### config.mk
export PLATFORM = sky130hd
export DESIGN_NAME = zxuno_regbank
export DESIGN_NICKNAME = d
export VERILOG_FILES = /design/src/hw/zxuno_pkg.sv /design/src/hw/zxuno_port_decoder.sv /design/src/hw/coreid_string.sv /design/src/hw/option_registers.sv /design/src/hw/cpu_read_mux.sv /design/src/hw/zxuno_regbank.sv
export SDC_FILE = /design/constraint.sdc
export NUM_CORES = 1
export LEC_CHECK = 0
export BUFFER_PORTS_ARGS = -buffer_cell sky130_fd_sc_hd__buf_2
export CELL_PAD_IN_SITES_DETAIL_PLACEMENT = 0
export CELL_PAD_IN_SITES_GLOBAL_PLACEMENT = 1
export CORE_MARGIN = 5
export CORE_UTILIZATION = 42
export CTS_CLUSTER_SIZE = 10
export DETAILED_ROUTE_END_ITERATION = 10
export PLACE_DENSITY = 0.92
export REMOVE_ABC_BUFFERS = 1
export SLEW_MARGIN = 10
export SYNTH_ARGS = -nofsm -noshare
export SYNTH_HDL_FRONTEND = slang
export SYNTH_SLANG_ARGS = --single-unit
### constraint.sdc
create_clock -name sysclk -period 6.6 [get_ports sysclk]
set_clock_uncertainty 0.15 [all_clocks]
set_input_delay 0.66 -clock sysclk [delete_from_list [all_inputs] [get_ports sysclk]]
set_output_delay 0.66 -clock sysclk [all_outputs]
set_load 0.02 [all_outputs]
### src/hw/zxuno_pkg.sv
package zxuno_pkg;

  // ----------------------------------------------------------
  // bus and register types
  // ----------------------------------------------------------

  // full 16-bit z80 i/o address
  typedef logic [15:0] io_addr_t;
  // data bus byte, both directions
  typedef logic [7:0] byte_t;
  // extended register number, as held in the address latch
  typedef logic [7:0] reg_addr_t;
  // 9 bits cover every line of a frame
  typedef logic [8:0] raster_line_t;

  // ----------------------------------------------------------
  // ports and register numbers
  // ----------------------------------------------------------

  // both ports fully decoded
  localparam io_addr_t PORT_ADDR = 16'hFC3B;
  localparam io_addr_t PORT_DATA = 16'hFD3B;

  localparam reg_addr_t REG_COREID     = 8'hFF;
  localparam reg_addr_t REG_SCRATCH    = 8'hFE;
  localparam reg_addr_t REG_DEVOPTIONS = 8'h0E;
  localparam reg_addr_t REG_RASTERLINE = 8'h0C;
  localparam reg_addr_t REG_RASTERCTRL = 8'h0D;

  // identification string
  localparam int COREID_LEN = 8;
  // index must be able to sit on COREID_LEN itself
  localparam int COREID_IDX_W = $clog2(COREID_LEN + 1);
  // first character lives in the top byte
  localparam logic [8*COREID_LEN-1:0] COREID_STR = "ZXREG001";

  // nothing drives the bus, pull-ups win
  localparam byte_t FLOATING_BUS = 8'hFF;

  // reset values of the option registers
  localparam byte_t SCRATCH_RST    = 8'h00;
  localparam byte_t DEVOPTIONS_RST = 8'h00;
  localparam byte_t RASTERLINE_RST = 8'h00;
  localparam byte_t RASTERCTRL_RST = 8'h00;

endpackage

### src/hw/zxuno_port_decoder.sv
`timescale 1ns/1ns

module zxuno_port_decoder (
  input  logic                 sysclk,
  input  logic                 rst,
  input  zxuno_pkg::io_addr_t  a,
  input  zxuno_pkg::byte_t     d_in,
  input  logic                 iorq_n,
  input  logic                 rd_n,
  input  logic                 wr_n,
  output zxuno_pkg::reg_addr_t zxuno_addr,
  output logic                 regrd,
  output logic                 regwr,
  output logic                 regaddr_changed,
  output logic                 oe_addr,
  output zxuno_pkg::byte_t     addr_dout
);

  logic hit_addr;
  logic hit_data;
  logic io_rd;
  logic io_wr;
  logic io_wr_q;
  logic wr_first;

  // ----------------------------------------------------------
  // z80 i/o cycle decode
  // ----------------------------------------------------------

  // full address compare, no partial decode
  assign hit_addr = (a == zxuno_pkg::PORT_ADDR);
  assign hit_data = (a == zxuno_pkg::PORT_DATA);

  // exactly one strobe together with iorq_n
  assign io_rd = ~iorq_n & ~rd_n & wr_n;
  assign io_wr = ~iorq_n & ~wr_n & rd_n;

  // first cycle of a write that may last several cycles
  assign wr_first = io_wr & ~io_wr_q;

  // ----------------------------------------------------------
  // address latch
  // ----------------------------------------------------------
  always_ff @(posedge sysclk) begin
    if (rst) begin
      io_wr_q         <= 1'b0;
      zxuno_addr      <= '0;
      regaddr_changed <= 1'b0;
    end else begin
      io_wr_q <= io_wr;
      // pulse lands one cycle after the latch edge
      regaddr_changed <= hit_addr & wr_first;
      if (hit_addr && wr_first) begin
        zxuno_addr <= d_in;
      end
    end
  end

  // data port strobes for the register devices
  // read is a level for the whole access
  assign regrd = hit_data & io_rd;
  // write is a single pulse
  assign regwr = hit_data & wr_first;

  // readback of the selected number on FC3B
  assign oe_addr   = hit_addr & io_rd;
  assign addr_dout = zxuno_addr;

  // a z80 i/o cycle never pulls both strobes low
  assert property (@(posedge sysclk) disable iff (rst) !(!iorq_n && !rd_n && !wr_n))
    else $error("rd_n and wr_n low together in one i/o cycle");

endmodule

### src/hw/coreid_string.sv
`timescale 1ns/1ns

module coreid_string (
  input  logic                 sysclk,
  input  logic                 rst,
  input  zxuno_pkg::reg_addr_t zxuno_addr,
  input  logic                 regrd,
  input  logic                 regaddr_changed,
  output logic                 oe_coreid,
  output zxuno_pkg::byte_t     coreid_dout
);

  logic [zxuno_pkg::COREID_IDX_W-1:0] idx;
  logic                               regrd_q;
  logic                               sel;
  logic                               rd_done;
  logic [8*zxuno_pkg::COREID_LEN-1:0] str_window;

  assign sel = (zxuno_addr == zxuno_pkg::REG_COREID);

  // falling edge of the read strobe ends one access
  assign rd_done = regrd_q & ~regrd & sel;

  // ----------------------------------------------------------
  // string index
  // ----------------------------------------------------------
  always_ff @(posedge sysclk) begin
    if (rst) begin
      idx     <= '0;
      regrd_q <= 1'b0;
    end else begin
      regrd_q <= regrd;
      // new address selects the string from the start
      if (regaddr_changed) begin
        idx <= '0;
      end else if (rd_done && idx != zxuno_pkg::COREID_LEN) begin
        idx <= idx + 1'b1;
      end
    end
  end

  // current char shifted into the top byte
  // past the end the shift leaves zeros, so 00 is read
  assign str_window  = zxuno_pkg::COREID_STR << {idx, 3'b000};
  assign coreid_dout = str_window[8*zxuno_pkg::COREID_LEN-1 -: 8];

  assign oe_coreid = regrd & sel;

  // index rewind never collides with a string read
  assert property (@(posedge sysclk) disable iff (rst) regaddr_changed |-> !regrd)
    else $error("regaddr_changed during a data port read");

endmodule

### src/hw/option_registers.sv
`timescale 1ns/1ns

module option_registers (
  input  logic                    sysclk,
  input  logic                    rst,
  input  zxuno_pkg::reg_addr_t    zxuno_addr,
  input  logic                    regrd,
  input  logic                    regwr,
  input  zxuno_pkg::byte_t        d_in,
  output logic                    oe_options,
  output zxuno_pkg::byte_t        options_dout,
  output zxuno_pkg::byte_t        devoptions,
  output zxuno_pkg::raster_line_t raster_line,
  output logic                    rasterint_enable,
  output logic                    vretraceint_disable
);

  zxuno_pkg::byte_t scratch_q;
  zxuno_pkg::byte_t devoptions_q;
  zxuno_pkg::byte_t rasterline_q;
  // only three bits of raster control are implemented
  logic [2:0]       rasterctrl_q;

  logic sel_scratch;
  logic sel_devoptions;
  logic sel_rasterline;
  logic sel_rasterctrl;

  // ----------------------------------------------------------
  // register select
  // ----------------------------------------------------------
  assign sel_scratch    = (zxuno_addr == zxuno_pkg::REG_SCRATCH);
  assign sel_devoptions = (zxuno_addr == zxuno_pkg::REG_DEVOPTIONS);
  assign sel_rasterline = (zxuno_addr == zxuno_pkg::REG_RASTERLINE);
  assign sel_rasterctrl = (zxuno_addr == zxuno_pkg::REG_RASTERCTRL);

  // ----------------------------------------------------------
  // write side
  // ----------------------------------------------------------
  always_ff @(posedge sysclk) begin
    if (rst) begin
      scratch_q    <= zxuno_pkg::SCRATCH_RST;
      devoptions_q <= zxuno_pkg::DEVOPTIONS_RST;
      rasterline_q <= zxuno_pkg::RASTERLINE_RST;
      rasterctrl_q <= zxuno_pkg::RASTERCTRL_RST[2:0];
    end else if (regwr) begin
      if (sel_scratch) begin
        scratch_q <= d_in;
      end
      if (sel_devoptions) begin
        devoptions_q <= d_in;
      end
      if (sel_rasterline) begin
        rasterline_q <= d_in;
      end
      // bits 7..3 dropped on write
      if (sel_rasterctrl) begin
        rasterctrl_q <= d_in[2:0];
      end
    end
  end

  // ----------------------------------------------------------
  // readback
  // ----------------------------------------------------------
  assign oe_options = regrd &
                      (sel_scratch | sel_devoptions | sel_rasterline | sel_rasterctrl);

  always_comb begin
    unique case (1'b1)
      sel_scratch:    options_dout = scratch_q;
      sel_devoptions: options_dout = devoptions_q;
      sel_rasterline: options_dout = rasterline_q;
      // unused control bits read as 0
      sel_rasterctrl: options_dout = {5'b00000, rasterctrl_q};
      default:        options_dout = '0;
    endcase
  end

  // control outputs
  // disable flags straight from device options
  assign devoptions = devoptions_q;
  // line bit 8 sits in control bit 0
  assign raster_line         = {rasterctrl_q[0], rasterline_q};
  assign rasterint_enable    = rasterctrl_q[1];
  assign vretraceint_disable = rasterctrl_q[2];

  // a readback never overlaps a write strobe
  assert property (@(posedge sysclk) disable iff (rst) !(regrd && regwr))
    else $error("regrd and regwr high in the same cycle");

endmodule

### src/hw/cpu_read_mux.sv
`timescale 1ns/1ns

module cpu_read_mux (
  input  logic             oe_addr,
  input  zxuno_pkg::byte_t addr_dout,
  input  logic             oe_coreid,
  input  zxuno_pkg::byte_t coreid_dout,
  input  logic             oe_options,
  input  zxuno_pkg::byte_t options_dout,
  output zxuno_pkg::byte_t d_out
);

  // ----------------------------------------------------------
  // priority read select
  // ----------------------------------------------------------

  // first oe wins
  // order is address latch, string, option registers
  always_comb begin
    if (oe_addr) begin
      d_out = addr_dout;
    end else if (oe_coreid) begin
      d_out = coreid_dout;
    end else if (oe_options) begin
      d_out = options_dout;
    end else begin
      // no device claims the cycle
      d_out = zxuno_pkg::FLOATING_BUS;
    end
  end

  // ----------------------------------------------------------
  // bus ownership
  // ----------------------------------------------------------

  // decoder and register devices never claim the same cycle,
  // priority order only matters if that breaks
  assert final ($onehot0({oe_addr, oe_coreid, oe_options}))
    else $error("more than one read source enabled");

endmodule

### src/hw/zxuno_regbank.sv
`timescale 1ns/1ns

module zxuno_regbank (
  input  logic                    sysclk,
  input  logic                    rst,
  input  zxuno_pkg::io_addr_t     a,
  input  zxuno_pkg::byte_t        d_in,
  input  logic                    iorq_n,
  input  logic                    rd_n,
  input  logic                    wr_n,
  output zxuno_pkg::byte_t        d_out,
  output zxuno_pkg::byte_t        devoptions,
  output zxuno_pkg::raster_line_t raster_line,
  output logic                    rasterint_enable,
  output logic                    vretraceint_disable
);

  // register access strobes
  zxuno_pkg::reg_addr_t zxuno_addr;
  logic                 regrd;
  logic                 regwr;
  logic                 regaddr_changed;

  // read sources toward the mux
  logic                 oe_addr;
  zxuno_pkg::byte_t     addr_dout;
  logic                 oe_coreid;
  zxuno_pkg::byte_t     coreid_dout;
  logic                 oe_options;
  zxuno_pkg::byte_t     options_dout;

  // ----------------------------------------------------------
  // input side
  // ----------------------------------------------------------
  zxuno_port_decoder u_port_decoder (
    .sysclk          (sysclk),
    .rst             (rst),
    .a               (a),
    .d_in            (d_in),
    .iorq_n          (iorq_n),
    .rd_n            (rd_n),
    .wr_n            (wr_n),
    .zxuno_addr      (zxuno_addr),
    .regrd           (regrd),
    .regwr           (regwr),
    .regaddr_changed (regaddr_changed),
    .oe_addr         (oe_addr),
    .addr_dout       (addr_dout)
  );

  // ----------------------------------------------------------
  // register devices
  // ----------------------------------------------------------
  coreid_string u_coreid_string (
    .sysclk          (sysclk),
    .rst             (rst),
    .zxuno_addr      (zxuno_addr),
    .regrd           (regrd),
    .regaddr_changed (regaddr_changed),
    .oe_coreid       (oe_coreid),
    .coreid_dout     (coreid_dout)
  );

  option_registers u_option_registers (
    .sysclk              (sysclk),
    .rst                 (rst),
    .zxuno_addr          (zxuno_addr),
    .regrd               (regrd),
    .regwr               (regwr),
    .d_in                (d_in),
    .oe_options          (oe_options),
    .options_dout        (options_dout),
    .devoptions          (devoptions),
    .raster_line         (raster_line),
    .rasterint_enable    (rasterint_enable),
    .vretraceint_disable (vretraceint_disable)
  );

  // output side, back to the cpu
  cpu_read_mux u_cpu_read_mux (
    .oe_addr      (oe_addr),
    .addr_dout    (addr_dout),
    .oe_coreid    (oe_coreid),
    .coreid_dout  (coreid_dout),
    .oe_options   (oe_options),
    .options_dout (options_dout),
    .d_out        (d_out)
  );

endmodule

==> metrics.md, run 1 <==
| Metric | Value |
|---|---|
| Root Buffer | `clkbuf_8` |
| R2R depth | `5` |
| Hold-fix buffers, CTS | `0` |
| Clock share of power | `42.8%` |
| WL met2 | `roughly 2700 um` |
| Inst Count DP | `360` |
| Post-synth EDFFs | `0` |
| Fin. Hold Viols | `0` |
| Starting Density | `43.5%` |
| Final Util | `51.6%` |
| CTS sink cnt | `42` |
| I/O Pins | `56` |
| Gr ovfl total | `0` |
| Top-area cell type share of the netlist area | `a little under two fifths` |
| Hold depth | `1` |
| Clock Tree Buf Depth | `2` |
| CTS tree | `done` |
| Row count | `26` |
| Crit path kind | `in -> out` |
| Gate power share | `under 10%` |
| Synth area leaders | `dfxtp_1 38%, mux2i_1 15%, nor2_1 7.9%` |
| Pin count of the biggest net entering global routing | `43` |
| Crit path DAT | `2.91 ns` |
| Max-Slew Margin vs Limit | `between 30 and 40%` |
| Ant diodes | `0` |
| Internal power | `about 370 uW` |
| GPL Wtd Cong | `0.842` |
| Crit-path cells | `buf_2 -> or4b_4 -> nor4_2 -> nand4_1 -> o21ai_0 -> o22ai_1 -> buf_2` |
| Avg WL per Cell | `15.8 um` |
| Core Box Area | `0.00511 sq mm` |
| Most frequent cells in the layout | `55 x buf_2, 47 x nor2_1, 42 x dfxtp_1, 33 x mux2i_1, 16 x a21oi_1` |
| # nets final | `330` |
| Via Count | `2050` |
| Die X | `approximately 83 um` |
| Initial antenna violation count | `0` |
| M1 wire length | `around 2700 um` |
| Synth unique cells | `42` |
| Pwr Density | `182 mW/mm^2` |
| R2r setup slk | `4.14 ns` |
| Remaining antenna violation count | `0` |
| F_max | `between 200 and 300 MHz` |
| Met3 WL post-DR | `222 um` |
| CTS H-tree lvls | `2` |
| Post-synth ARST share | `0%` |
| Post-synthesis cell count | `between 200 and 250` |
| Psw | `106 uW` |
| Main synth FF type | `dfxtp_1` |
| Flop pwr share | `52.8%` |
| Post-placement cell area | `approximately 0.0025 sq mm` |
| R2R Path End | `u_option_registers.devoptions[0]` |
| Ys Warns | `0` |
| Period utilization | `56.4%` |
| All-Layer GR Usage | `17.8%` |
| Uppermost layer routed | `met4` |
| Hold crit path type | `reg -> reg` |
| Sw Share | `~22%` |
| Critical Path RT | `5.79 ns` |
| Worst-path fanout max | `8` |
| Avg Inst Size Synth | `8.91 sq um` |
| Reg-to-reg critical path startpoint | `u_port_decoder.addr_dout[7]` |
| Cell Count, Final, Fillers Out | `368` |
| Crit-path slowest cell | `or4b_4` |
| First-pass GRT wire length | `9390 um` |
| Status | `finished clean` |
| Non-Filler Cell Area, Final | `0.00264 sq mm` |
| Setup-violating endpoint count in the final report | `0` |
| Tightest Pin Transition | `1.01 ns` |
| Clock Latency Late Sink | `0.30 ns` |
| Setup Buffers After CTS | `0` |
| CP Launch Type | `primary input` |
| DP Wirelength | `between 4000 and 5000 um` |
| Fin. max-slew vios | `0` |
| # port buffers | `55` |
| Worst Min Path Start | `u_port_decoder.regaddr_changed` |
| Critical path startpoint | `a[2]` |
| Vias per cell | `5.57` |
| Max IR drop VDD | `between 0.0001 and 0.00015 V` |
| DRC | `0` |
| TNS Setup | `0 ns` |
| Clock period minus final worst setup slack | `between 3 and 4 ns` |
| CP top delay family | `simple AND/OR/NAND/NOR gates` |
| CTS Buf Count | `5` |
| Leakage | `0.00125 uW` |
| Number of global-route vias before repair | `1933` |
| FF+latch count, synth | `42` |
| DRT Pass-1 Iters | `4` |
| Clock transition at the registers of the reported paths | `0.08 ns` |
| Mapped cell area | `0.00222 sq mm` |
| Post-CTS resize count | `0` |
| RSZ-0062 raised after global routing | `no` |
| Max Cap Viol | `0` |
| Sequential cell area fraction in the yosys report | `approximately 38%` |
| Final wirelength | `5820 um` |
| Die Ht | `slightly above 80 um` |
| Layout cells sized above 1 | `about a quarter` |
| Worst Hold End | `u_coreid_string.idx[2]` |
| Iter 0 DRT Violations | `103` |
| Area grow syn2layout | `18.8%` |
| Top cell type by total area after synthesis | `dfxtp_1` |
| Most common cell after layout, fill and taps aside | `buf_2` |
| CP most frequent cell | `buf_2` |
| Max incr delay on CP | `0.58 ns` |
| Worst Path Buf+Inv | `2` |
| Die area | `0.00684 sq mm` |
| Crit end category | `primary output` |
layout make-up:
| type | instances | area (sq um) |
|---|---|---|
| multi-input combinational | 184 | 1290 |
| tap | 70 | 87.6 |
| sequential | 42 | 841 |
| fill | 504 | 2470 |
| clock inverter | 2 | 37.5 |
| clock buffer | 6 | 72.6 |
| inverter | 9 | 33.8 |
| timing repair buffer | 55 | 275 |
state kept, by name, indices dropped and copies added (netlist names), 3 cells and up:
signal	cells
u_option_registers.rasterline_q	8
u_option_registers.devoptions	8
u_port_decoder.addr_dout	8
u_coreid_string.idx	4
u_option_registers.scratch_q	8
u_option_registers.rasterctrl_q	3
synth_stat cells (3+ instances only):
library cell,instances
nand2_1,5
ha_1,4
a22o_1,4
nor2_1,47
dfxtp_1,42
nand4_1,7
mux2i_1,33
nand4_2,3
nand4b_1,3
o22ai_1,9
nor4_1,3
nor3_1,4
inv_1,9
o21ai_0,5
clkbuf_1,12
nand3b_1,3
a211oi_1,9
a21oi_1,16
metal layers:
metal / track usage, % / vias to the layer above
li1: - / 1007
met1: 22.2 / 994
met2: 30.3 / 40
met3: 3.47 / 9
met4: 6.70 / 0
met5: 0 / -
power groups by stage:
stage / Sequential, uW / Combinational (uW) / Clock, uW
detailed placement: 259 / 20.9 / 0
CTS: 253 / 21.2 / 207
global placement: 259 / 20.8 / 0
floorplan: 259 / 4.79 / 0
global route: 253 / 23.0 / 214
finish: 253 / 21.1 / 205
cells by family (layout without fill, tap and decap cells):
| group | Yosys count | in the layout | share of synthesized area, % |
|---|---|---|---|
| buffers and inverters | 23 | 72 | 4.06 |
| flip-flops | 42 | 42 | 37.9 |
| multiplexers | 33 | 33 | 14.9 |
| AO/OA/AOI/OAI | 53 | 53 | 16.2 |
| XOR/XNOR | 2 | 2 | 0.789 |
| AND/OR/NAND/NOR | 92 | 92 | 24.0 |
| adder cells (fa/ha/maj) | 4 | 4 | 2.25 |
worst max path at each step:
stage / endpoint / slack [ns] / cells past startpoint
2_1_floorplan: d_out[2] / 3.39 / 4
3_3_place_gp: d_out[1] / 2.96 / 7
3_5_place_dp: d_out[4] / 2.92 / 7
4_1_cts: d_out[4] / 2.90 / 7
5_1_grt: d_out[4] / 2.75 / 7
6_report: d_out[4] / 2.88 / 7
per-stage QoR:
step	setup WS [ns]	hold slack, ns	power (uW)
after detailed placement	2.92	0.335	280
final	2.88	0.343	480
after floorplan	3.39	0.292	264
after global routing	2.75	0.363	491
after CTS	2.90	0.345	481
after global placement	2.96	0.325	280
Power figures use the tool's default switching activity.
==> run 2: changes to the inputs <==
- CORE_UTILIZATION: 42 -> 35
- PLACE_DENSITY: 0.92 -> 0.83
- clock period: 6.6 -> 3 ns (I/O delays scaled with it)
==> run 2 against run 1 <==
Effect of this change: sequential share of layout area decreased by 1.2 points; critical path depth shrank 1; critical path type is now reg -> out; highest routed layer unchanged; first-iteration DRC count increased by 130%.
==> metrics.md, run 2 (synthesis gave the netlist of run 1 again) <==
| Metric | Value |
|---|---|
| Post-CTS resize count | `1 (was 0)` |
| Met1 Track Usage GR | `22.5% (was 22.2%)` |
| DRC | `0 (unchanged)` |
| F_max | `356 MHz` |
| Die Ht | `89.6 um (was 82.7 um)` |
| Psw | `233 uW (was 106 uW)` |
| First-pass GRT wire length | `9870 um (was 9390 um)` |
| All-Layer GR Usage | `15.8% (was 17.8%)` |
| Tot Pwr | `1060 uW (was 480 uW)` |
| FILL cells | `652 (was 504)` |
| CP Launch Type | `flop (was primary input)` |
| Row count | `29 (was 26)` |
| Avg WL per Cell | `15.8 um (about the same)` |
| R2R depth | `6 (was 5)` |
| Remaining antenna violation count | `0 (unchanged)` |
| CTS sink cnt | `42 (unchanged)` |
| Clock period minus final worst setup slack | `2.81 ns` |
| # nets final | `342 (was 330)` |
| Fin. max-slew vios | `0 (unchanged)` |
| Core Box Area | `0.00624 sq mm (was 0.00511 sq mm)` |
| Tightest Pin Transition | `0.793 ns (was 1.01 ns)` |
| Pwr Density | `386 mW/mm^2 (was 182 mW/mm^2)` |
| Flop pwr share | `52.7% (was 52.8%)` |
| Fin. Hold Viols | `0 (unchanged)` |
| GR Layer Usage met2 | `24.0% (was 30.3%)` |
| Layout cells sized above 1 | `28.1% (was 24.8%)` |
| Worst Min Path Start | `wr_n (was u_port_decoder.regaddr_changed)` |
| Hold depth | `3 (was 1)` |
| TNS Setup | `0 ns (unchanged)` |
| Vias per cell | `5.40 (was 5.57)` |
| Hold crit path type | `in -> reg (was reg -> reg)` |
| DRT Pass-1 Iters | `5 (was 4)` |
| Sw Share | `22.1% (was 22.0%)` |
| GRT busiest layer | `met2 (unchanged)` |
| Setup-violating endpoint count in the final report | `0 (unchanged)` |
| Period utilization | `93.7%` |
| Worst-path fanout max | `5 (was 8)` |
| Ant diodes | `0 (unchanged)` |
| Die X | `89.6 um (was 82.7 um)` |
| Via Count | `2088 (was 2050)` |
| Critical Path RT | `2.55 ns (was 5.79 ns)` |
| Initial antenna violation count | `0 (unchanged)` |
| Clock transition at the registers of the reported paths | `0.08 ns (about the same)` |
| Met3 Track Usage GR | `2.92% (was 3.47%)` |
| Hold-fix buffers, CTS | `0 (unchanged)` |
| Max IR drop VDD | `0.000184 V (was 0.000120 V)` |
| Die area | `0.00803 sq mm (was 0.00684 sq mm)` |
| CTS tree | `done (unchanged)` |
| Area grow syn2layout | `23.6% (was 18.8%)` |
| Gate power share | `4.6% (was 4.4%)` |
| Post-placement cell area | `0.00263 sq mm (was 0.00253 sq mm)` |
| Most frequent cells in the layout | `55 x buf_2, 46 x nor2_1, 42 x dfxtp_1, 33 x mux2i_1, 16 x a21oi_1 (was 55 x buf_2, 47 x nor2_1, 42 x dfxtp_1, 33 x mux2i_1, 16 x a21oi_1)` |
| R2R Path End | `u_option_registers.devoptions[2] (was u_option_registers.devoptions[0])` |
| Max-Slew Margin vs Limit | `47.1% (was 32.4%)` |
| Clock Tree Buf Depth | `2 (unchanged)` |
| Iter 0 DRT Violations | `238 (was 103)` |
| Crit path DAT | `2.36 ns (was 2.91 ns)` |
| Status | `finished clean (unchanged)` |
| Root Buffer | `clkbuf_8 (unchanged)` |
| Reg-to-reg critical path startpoint | `u_port_decoder.addr_dout[7] (unchanged)` |
| Starting Density | `35.6% (was 43.5%)` |
| R2r setup slk | `0.64 ns (was 4.14 ns)` |
| RSZ-0062 raised after global routing | `no (unchanged)` |
| CTS H-tree lvls | `2 (unchanged)` |
| Crit end category | `primary output (unchanged)` |
| Clock share of power | `42.8% (about the same)` |
| Worst Hold End | `u_port_decoder.io_wr_q (was u_coreid_string.idx[2])` |
| Internal power | `825 uW (was 374 uW)` |
| Number of global-route vias before repair | `1954 (was 1933)` |
| Clock Latency Late Sink | `0.30 ns (about the same)` |
| Non-Filler Cell Area, Final | `0.00274 sq mm (was 0.00264 sq mm)` |
| Most common cell after layout, fill and taps aside | `buf_2 (unchanged)` |
| Crit path kind | `reg -> out (was in -> out)` |
| Max Cap Viol | `0 (unchanged)` |
| GPL Wtd Cong | `0.813 (was 0.842)` |
| Pin count of the biggest net entering global routing | `43 (unchanged)` |
| I/O Pins | `56 (unchanged)` |
| # port buffers | `55 (unchanged)` |
| DP Wirelength | `4440 um (was 4080 um)` |
| Setup Buffers After CTS | `0 (unchanged)` |
| Leakage | `0.00131 uW (was 0.00125 uW)` |
| CTS Buf Count | `5 (unchanged)` |
| Final wirelength | `6110 um (was 5820 um)` |
| Gr ovfl total | `0 (unchanged)` |
run 2: power groups by stage:
stage / clock network [uW] / registers [uW] / logic (uW)
2_1_floorplan: 0 / 570 / 10.5
3_3_place_gp: 0 / 570 / 48.3
3_5_place_dp: 0 / 570 / 48.6
4_1_cts: 465 / 557 / 48.9
5_1_grt: 501 / 558 / 53.2
6_report: 452 / 557 / 48.5
run 2: how the worst max path moves through the flow:
stage                                            from  endpoint  slack [ns]  depth (start not counted)
after floorplan                                  a[2]  d_out[2]        0.51                          4
after detailed placement                         a[2]  d_out[2]        0.23                          8
after global placement                           a[2]  d_out[2]        0.28                          8
final                     u_port_decoder.addr_dout[7]  d_out[3]        0.19                          6
after global routing      u_port_decoder.addr_dout[7]  d_out[3]        0.05                          6
after CTS                 u_port_decoder.addr_dout[7]  d_out[3]        0.07                          6
run 2: per-layer routing:
metal,vias up,part of all wire (%)
li1,1037,-
met1,979,46
met2,62,46
met3,10,5.9
met4,0,1.5
met5,-,0
run 2: layout make-up:
cell class	count	area, sq um	area share [%]
clock buffers	6	72.6	2.65
clock inverters	2	37.5	1.37
inverters	9	33.8	1.23
multi-input cells	184	1300	47.3
flip-flops and latches	42	841	30.7
well taps	77	96.3	3.51
repair buffers	67	365	13.3
run 2: metrics by stage:
| step | hold slack (ns) | cells | setup slack, ns | util, % |
|---|---|---|---|---|
| after CTS | 0.113 | 387 | 0.0706 | 43.9 |
| final | 0.117 | 387 | 0.189 | 43.9 |
| after global routing | 0.123 | 387 | 0.0476 | 43.9 |
| after global placement | 0.326 | 379 | 0.285 | 42.1 |
| after detailed placement | 0.334 | 379 | 0.234 | 42.1 |
| after floorplan | 0.222 | 235 | 0.506 | - |
run 2: critical path, cell delays in order (launching register included):
cell	delay, ns
dfxtp_1	0.35
or4_1	0.60
or3_1	0.43
nor2_4	0.20
a211oi_1	0.10
o22ai_1	0.18
buf_2	0.20
==> run 3: changes to the inputs <==
- CORE_MARGIN: 5 -> not set
==> run 3 against run 2 <==
Effect of this change: critical path type unchanged; sequential power hardly changed; first-iteration DRC count down 43%; hold slack worse by 0.0019 ns; total power shrank 8.3%; highest routed layer unchanged.
==> metrics.md, run 3 (synthesis gave the netlist of run 1 again) <==
| Metric | Value |
|---|---|
| DP Wirelength | `4270 um (was 4440 um)` |
| Die X | `81.6 um (was 89.6 um)` |
| Layout cells sized above 1 | `27.9% (was 28.1%)` |
| Worst Min Path Start | `wr_n (unchanged)` |
| Root Buffer | `clkbuf_8 (unchanged)` |
| CTS H-tree lvls | `2 (unchanged)` |
| Worst-path fanout max | `5 (unchanged)` |
| Die area | `0.00666 sq mm (was 0.00803 sq mm)` |
| Via Count | `2106 (was 2088)` |
| Met1 Track Usage GR | `24.9% (was 22.5%)` |
| Ant diodes | `0 (unchanged)` |
| Tightest Pin Transition | `0.804 ns (was 0.793 ns)` |
| Crit path DAT | `2.38 ns (was 2.36 ns)` |
| CTS tree | `done (unchanged)` |
| Gr ovfl total | `0 (unchanged)` |
| DRT Pass-1 Iters | `4 (was 5)` |
| CTS sink cnt | `42 (unchanged)` |
| Reg-to-reg critical path startpoint | `u_port_decoder.addr_dout[7] (unchanged)` |
| Max incr delay on CP | `0.59 ns (was 0.60 ns)` |
| GPL Wtd Cong | `0.850 (was 0.813)` |
| Setup-violating endpoint count in the final report | `0 (unchanged)` |
| Hold depth | `3 (unchanged)` |
| CTS Buf Count | `5 (unchanged)` |
| Final Util | `44.9% (was 43.9%)` |
| Clock transition at the registers of the reported paths | `0.09 ns (was 0.08 ns)` |
| Period utilization | `94.4% (was 93.7%)` |
| FILL cells | `603 (was 652)` |
| Avg WL per Cell | `15.7 um (was 15.8 um)` |
| RSZ-0062 raised after global routing | `no (unchanged)` |
| Worst Path Buf+Inv | `1 (unchanged)` |
| Die Ht | `81.6 um (was 89.6 um)` |
| R2r setup slk | `0.58 ns (was 0.64 ns)` |
| First-pass GRT wire length | `9460 um (was 9870 um)` |
| R2R depth | `6 (unchanged)` |
| Row count | `28 (was 29)` |
| # port buffers | `55 (unchanged)` |
| Status | `finished clean (unchanged)` |
| Clock period minus final worst setup slack | `2.83 ns (was 2.81 ns)` |
| Post-placement cell area | `0.00262 sq mm (was 0.00263 sq mm)` |
| GRT busiest layer | `met2 (unchanged)` |
| R2R Path End | `u_option_registers.devoptions[1] (was u_option_registers.devoptions[2])` |
| Number of global-route vias before repair | `1956 (was 1954)` |
| Crit end category | `primary output (unchanged)` |
| Leakage | `0.00129 uW (was 0.00131 uW)` |
| Fin. max-slew vios | `0 (unchanged)` |
| Area grow syn2layout | `21.9% (was 23.6%)` |
| All-Layer GR Usage | `18.7% (was 15.8%)` |
| Worst Hold End | `u_port_decoder.io_wr_q (unchanged)` |
| Crit path kind | `reg -> out (unchanged)` |
| CP Launch Type | `flop (unchanged)` |
| Initial antenna violation count | `0 (unchanged)` |
| Hold crit path type | `in -> reg (unchanged)` |
| Non-Filler Cell Area, Final | `0.00271 sq mm (was 0.00274 sq mm)` |
| GR Layer Usage met2 | `30.0% (was 24.0%)` |
| Crit-path slowest cell | `or4_1 (unchanged)` |
| Remaining antenna violation count | `0 (unchanged)` |
| I/O Pins | `56 (unchanged)` |
| Max-Slew Margin vs Limit | `46.4% (was 47.1%)` |
| Most frequent cells in the layout | `55 x buf_2, 46 x nor2_1, 42 x dfxtp_1, 33 x mux2i_1, 16 x a21oi_1 (unchanged)` |
| TNS Setup | `0 ns (unchanged)` |
| Met3 Track Usage GR | `3.56% (was 2.92%)` |
| Fin. Hold Viols | `0 (unchanged)` |
| Pin count of the biggest net entering global routing | `43 (unchanged)` |
| DRC | `0 (unchanged)` |
| Critical Path RT | `2.55 ns (about the same)` |
| # nets final | `341 (was 342)` |
| Vias per cell | `5.50 (was 5.40)` |
| Max Cap Viol | `0 (unchanged)` |
| Final wirelength | `6000 um (was 6110 um)` |
| Core Box Area | `0.00603 sq mm (was 0.00624 sq mm)` |
| Max IR drop VDD | `0.000148 V (was 0.000184 V)` |
| Hold Slack | `0.115 ns (was 0.117 ns)` |
| Clock Latency Late Sink | `0.30 ns (about the same)` |
| F_max | `353 MHz (was 356 MHz)` |
| Clock Tree Buf Depth | `2 (unchanged)` |
| Crit-path cells | `or4_1 -> or3_1 -> nor2_4 -> a211oi_1 -> o22ai_1 -> buf_2 (unchanged)` |
| Iter 0 DRT Violations | `136 (was 238)` |
| Starting Density | `36.8% (was 35.6%)` |
| Pwr Density | `358 mW/mm^2 (was 386 mW/mm^2)` |
| Hold-fix buffers, CTS | `0 (unchanged)` |
| Most common cell after layout, fill and taps aside | `buf_2 (unchanged)` |
| CP top delay family | `simple AND/OR/NAND/NOR gates (unchanged)` |
==> run 3: cell types whose count changed in the layout (fill, tap and decap cells not counted) <==
| cell | previous run | this run |
|---|---|---|
| buf_4 | 12 | 11 |
| bufinv_16 | 1 | 0 |
| clkinvlp_4 | 1 | 2 |
| clkbuf_1 | 1 | 0 |
==> run 3: routing by layer <==
layer  wire (um)  vias up
met5           0        -
met4          93        0
met3         366        9
met2        2810       67
met1        2720     1003
li1            -     1027
==> run 3: how the worst max path moves through the flow <==
stage / endpoint / cells after the start / slack (ns) / start
6_report: d_out[3] / 6 / 0.17 / u_port_decoder.addr_dout[7]
5_1_grt: d_out[4] / 8 / 0.03 / a[2]
4_1_cts: d_out[3] / 6 / 0.11 / u_port_decoder.addr_dout[7]
3_5_place_dp: d_out[3] / 8 / 0.20 / a[2]
3_3_place_gp: d_out[3] / 8 / 0.19 / a[2]
2_1_floorplan: d_out[2] / 4 / 0.51 / a[2]
==> run 3: what timing repair did <==
action,CTS,global route
resized for setup,1,1
buffers inserted,0,0
setup endpoints to repair,1,1
==> run 3: stage by stage <==
stage | instances | power, uW | setup WS, ns
2_1_floorplan | 235 | 581 | 0.506
3_3_place_gp | 376 | 619 | 0.192
3_5_place_dp | 376 | 619 | 0.196
4_1_cts | 383 | 977 | 0.114
5_1_grt | 383 | 1000 | 0.0299
6_report | 383 | 970 | 0.167
==> run 3: area by class of cell <==
type / instances / area [sq um] / share of cell area (%)
Clock buffer: 5 / 68.8 / 2.54
Multi-Input combinational cell: 184 / 1300 / 47.9
Inverter: 9 / 33.8 / 1.25
Clock inverter: 2 / 15.0 / 0.555
Tap cell: 75 / 93.8 / 3.47
Timing Repair Buffer: 66 / 358 / 13.2
Sequential cell: 42 / 841 / 31.1
==> run 3: power breakdown <==
part | internal [uW] | switching, uW
Sequential | 557 | 0.0810
Combinational | 19.7 | 29.0
Clock | 159 | 205
==> run 3: worst reg2reg max path, cell delays in order, from the launching register on <==
cell and delay [ns]:
dfxtp_1 0.35, or4_1 0.59, nor2_1 0.41, nand4_2 0.30, buf_4 0.27, mux2i_1 0.16
nor2_1 0.05
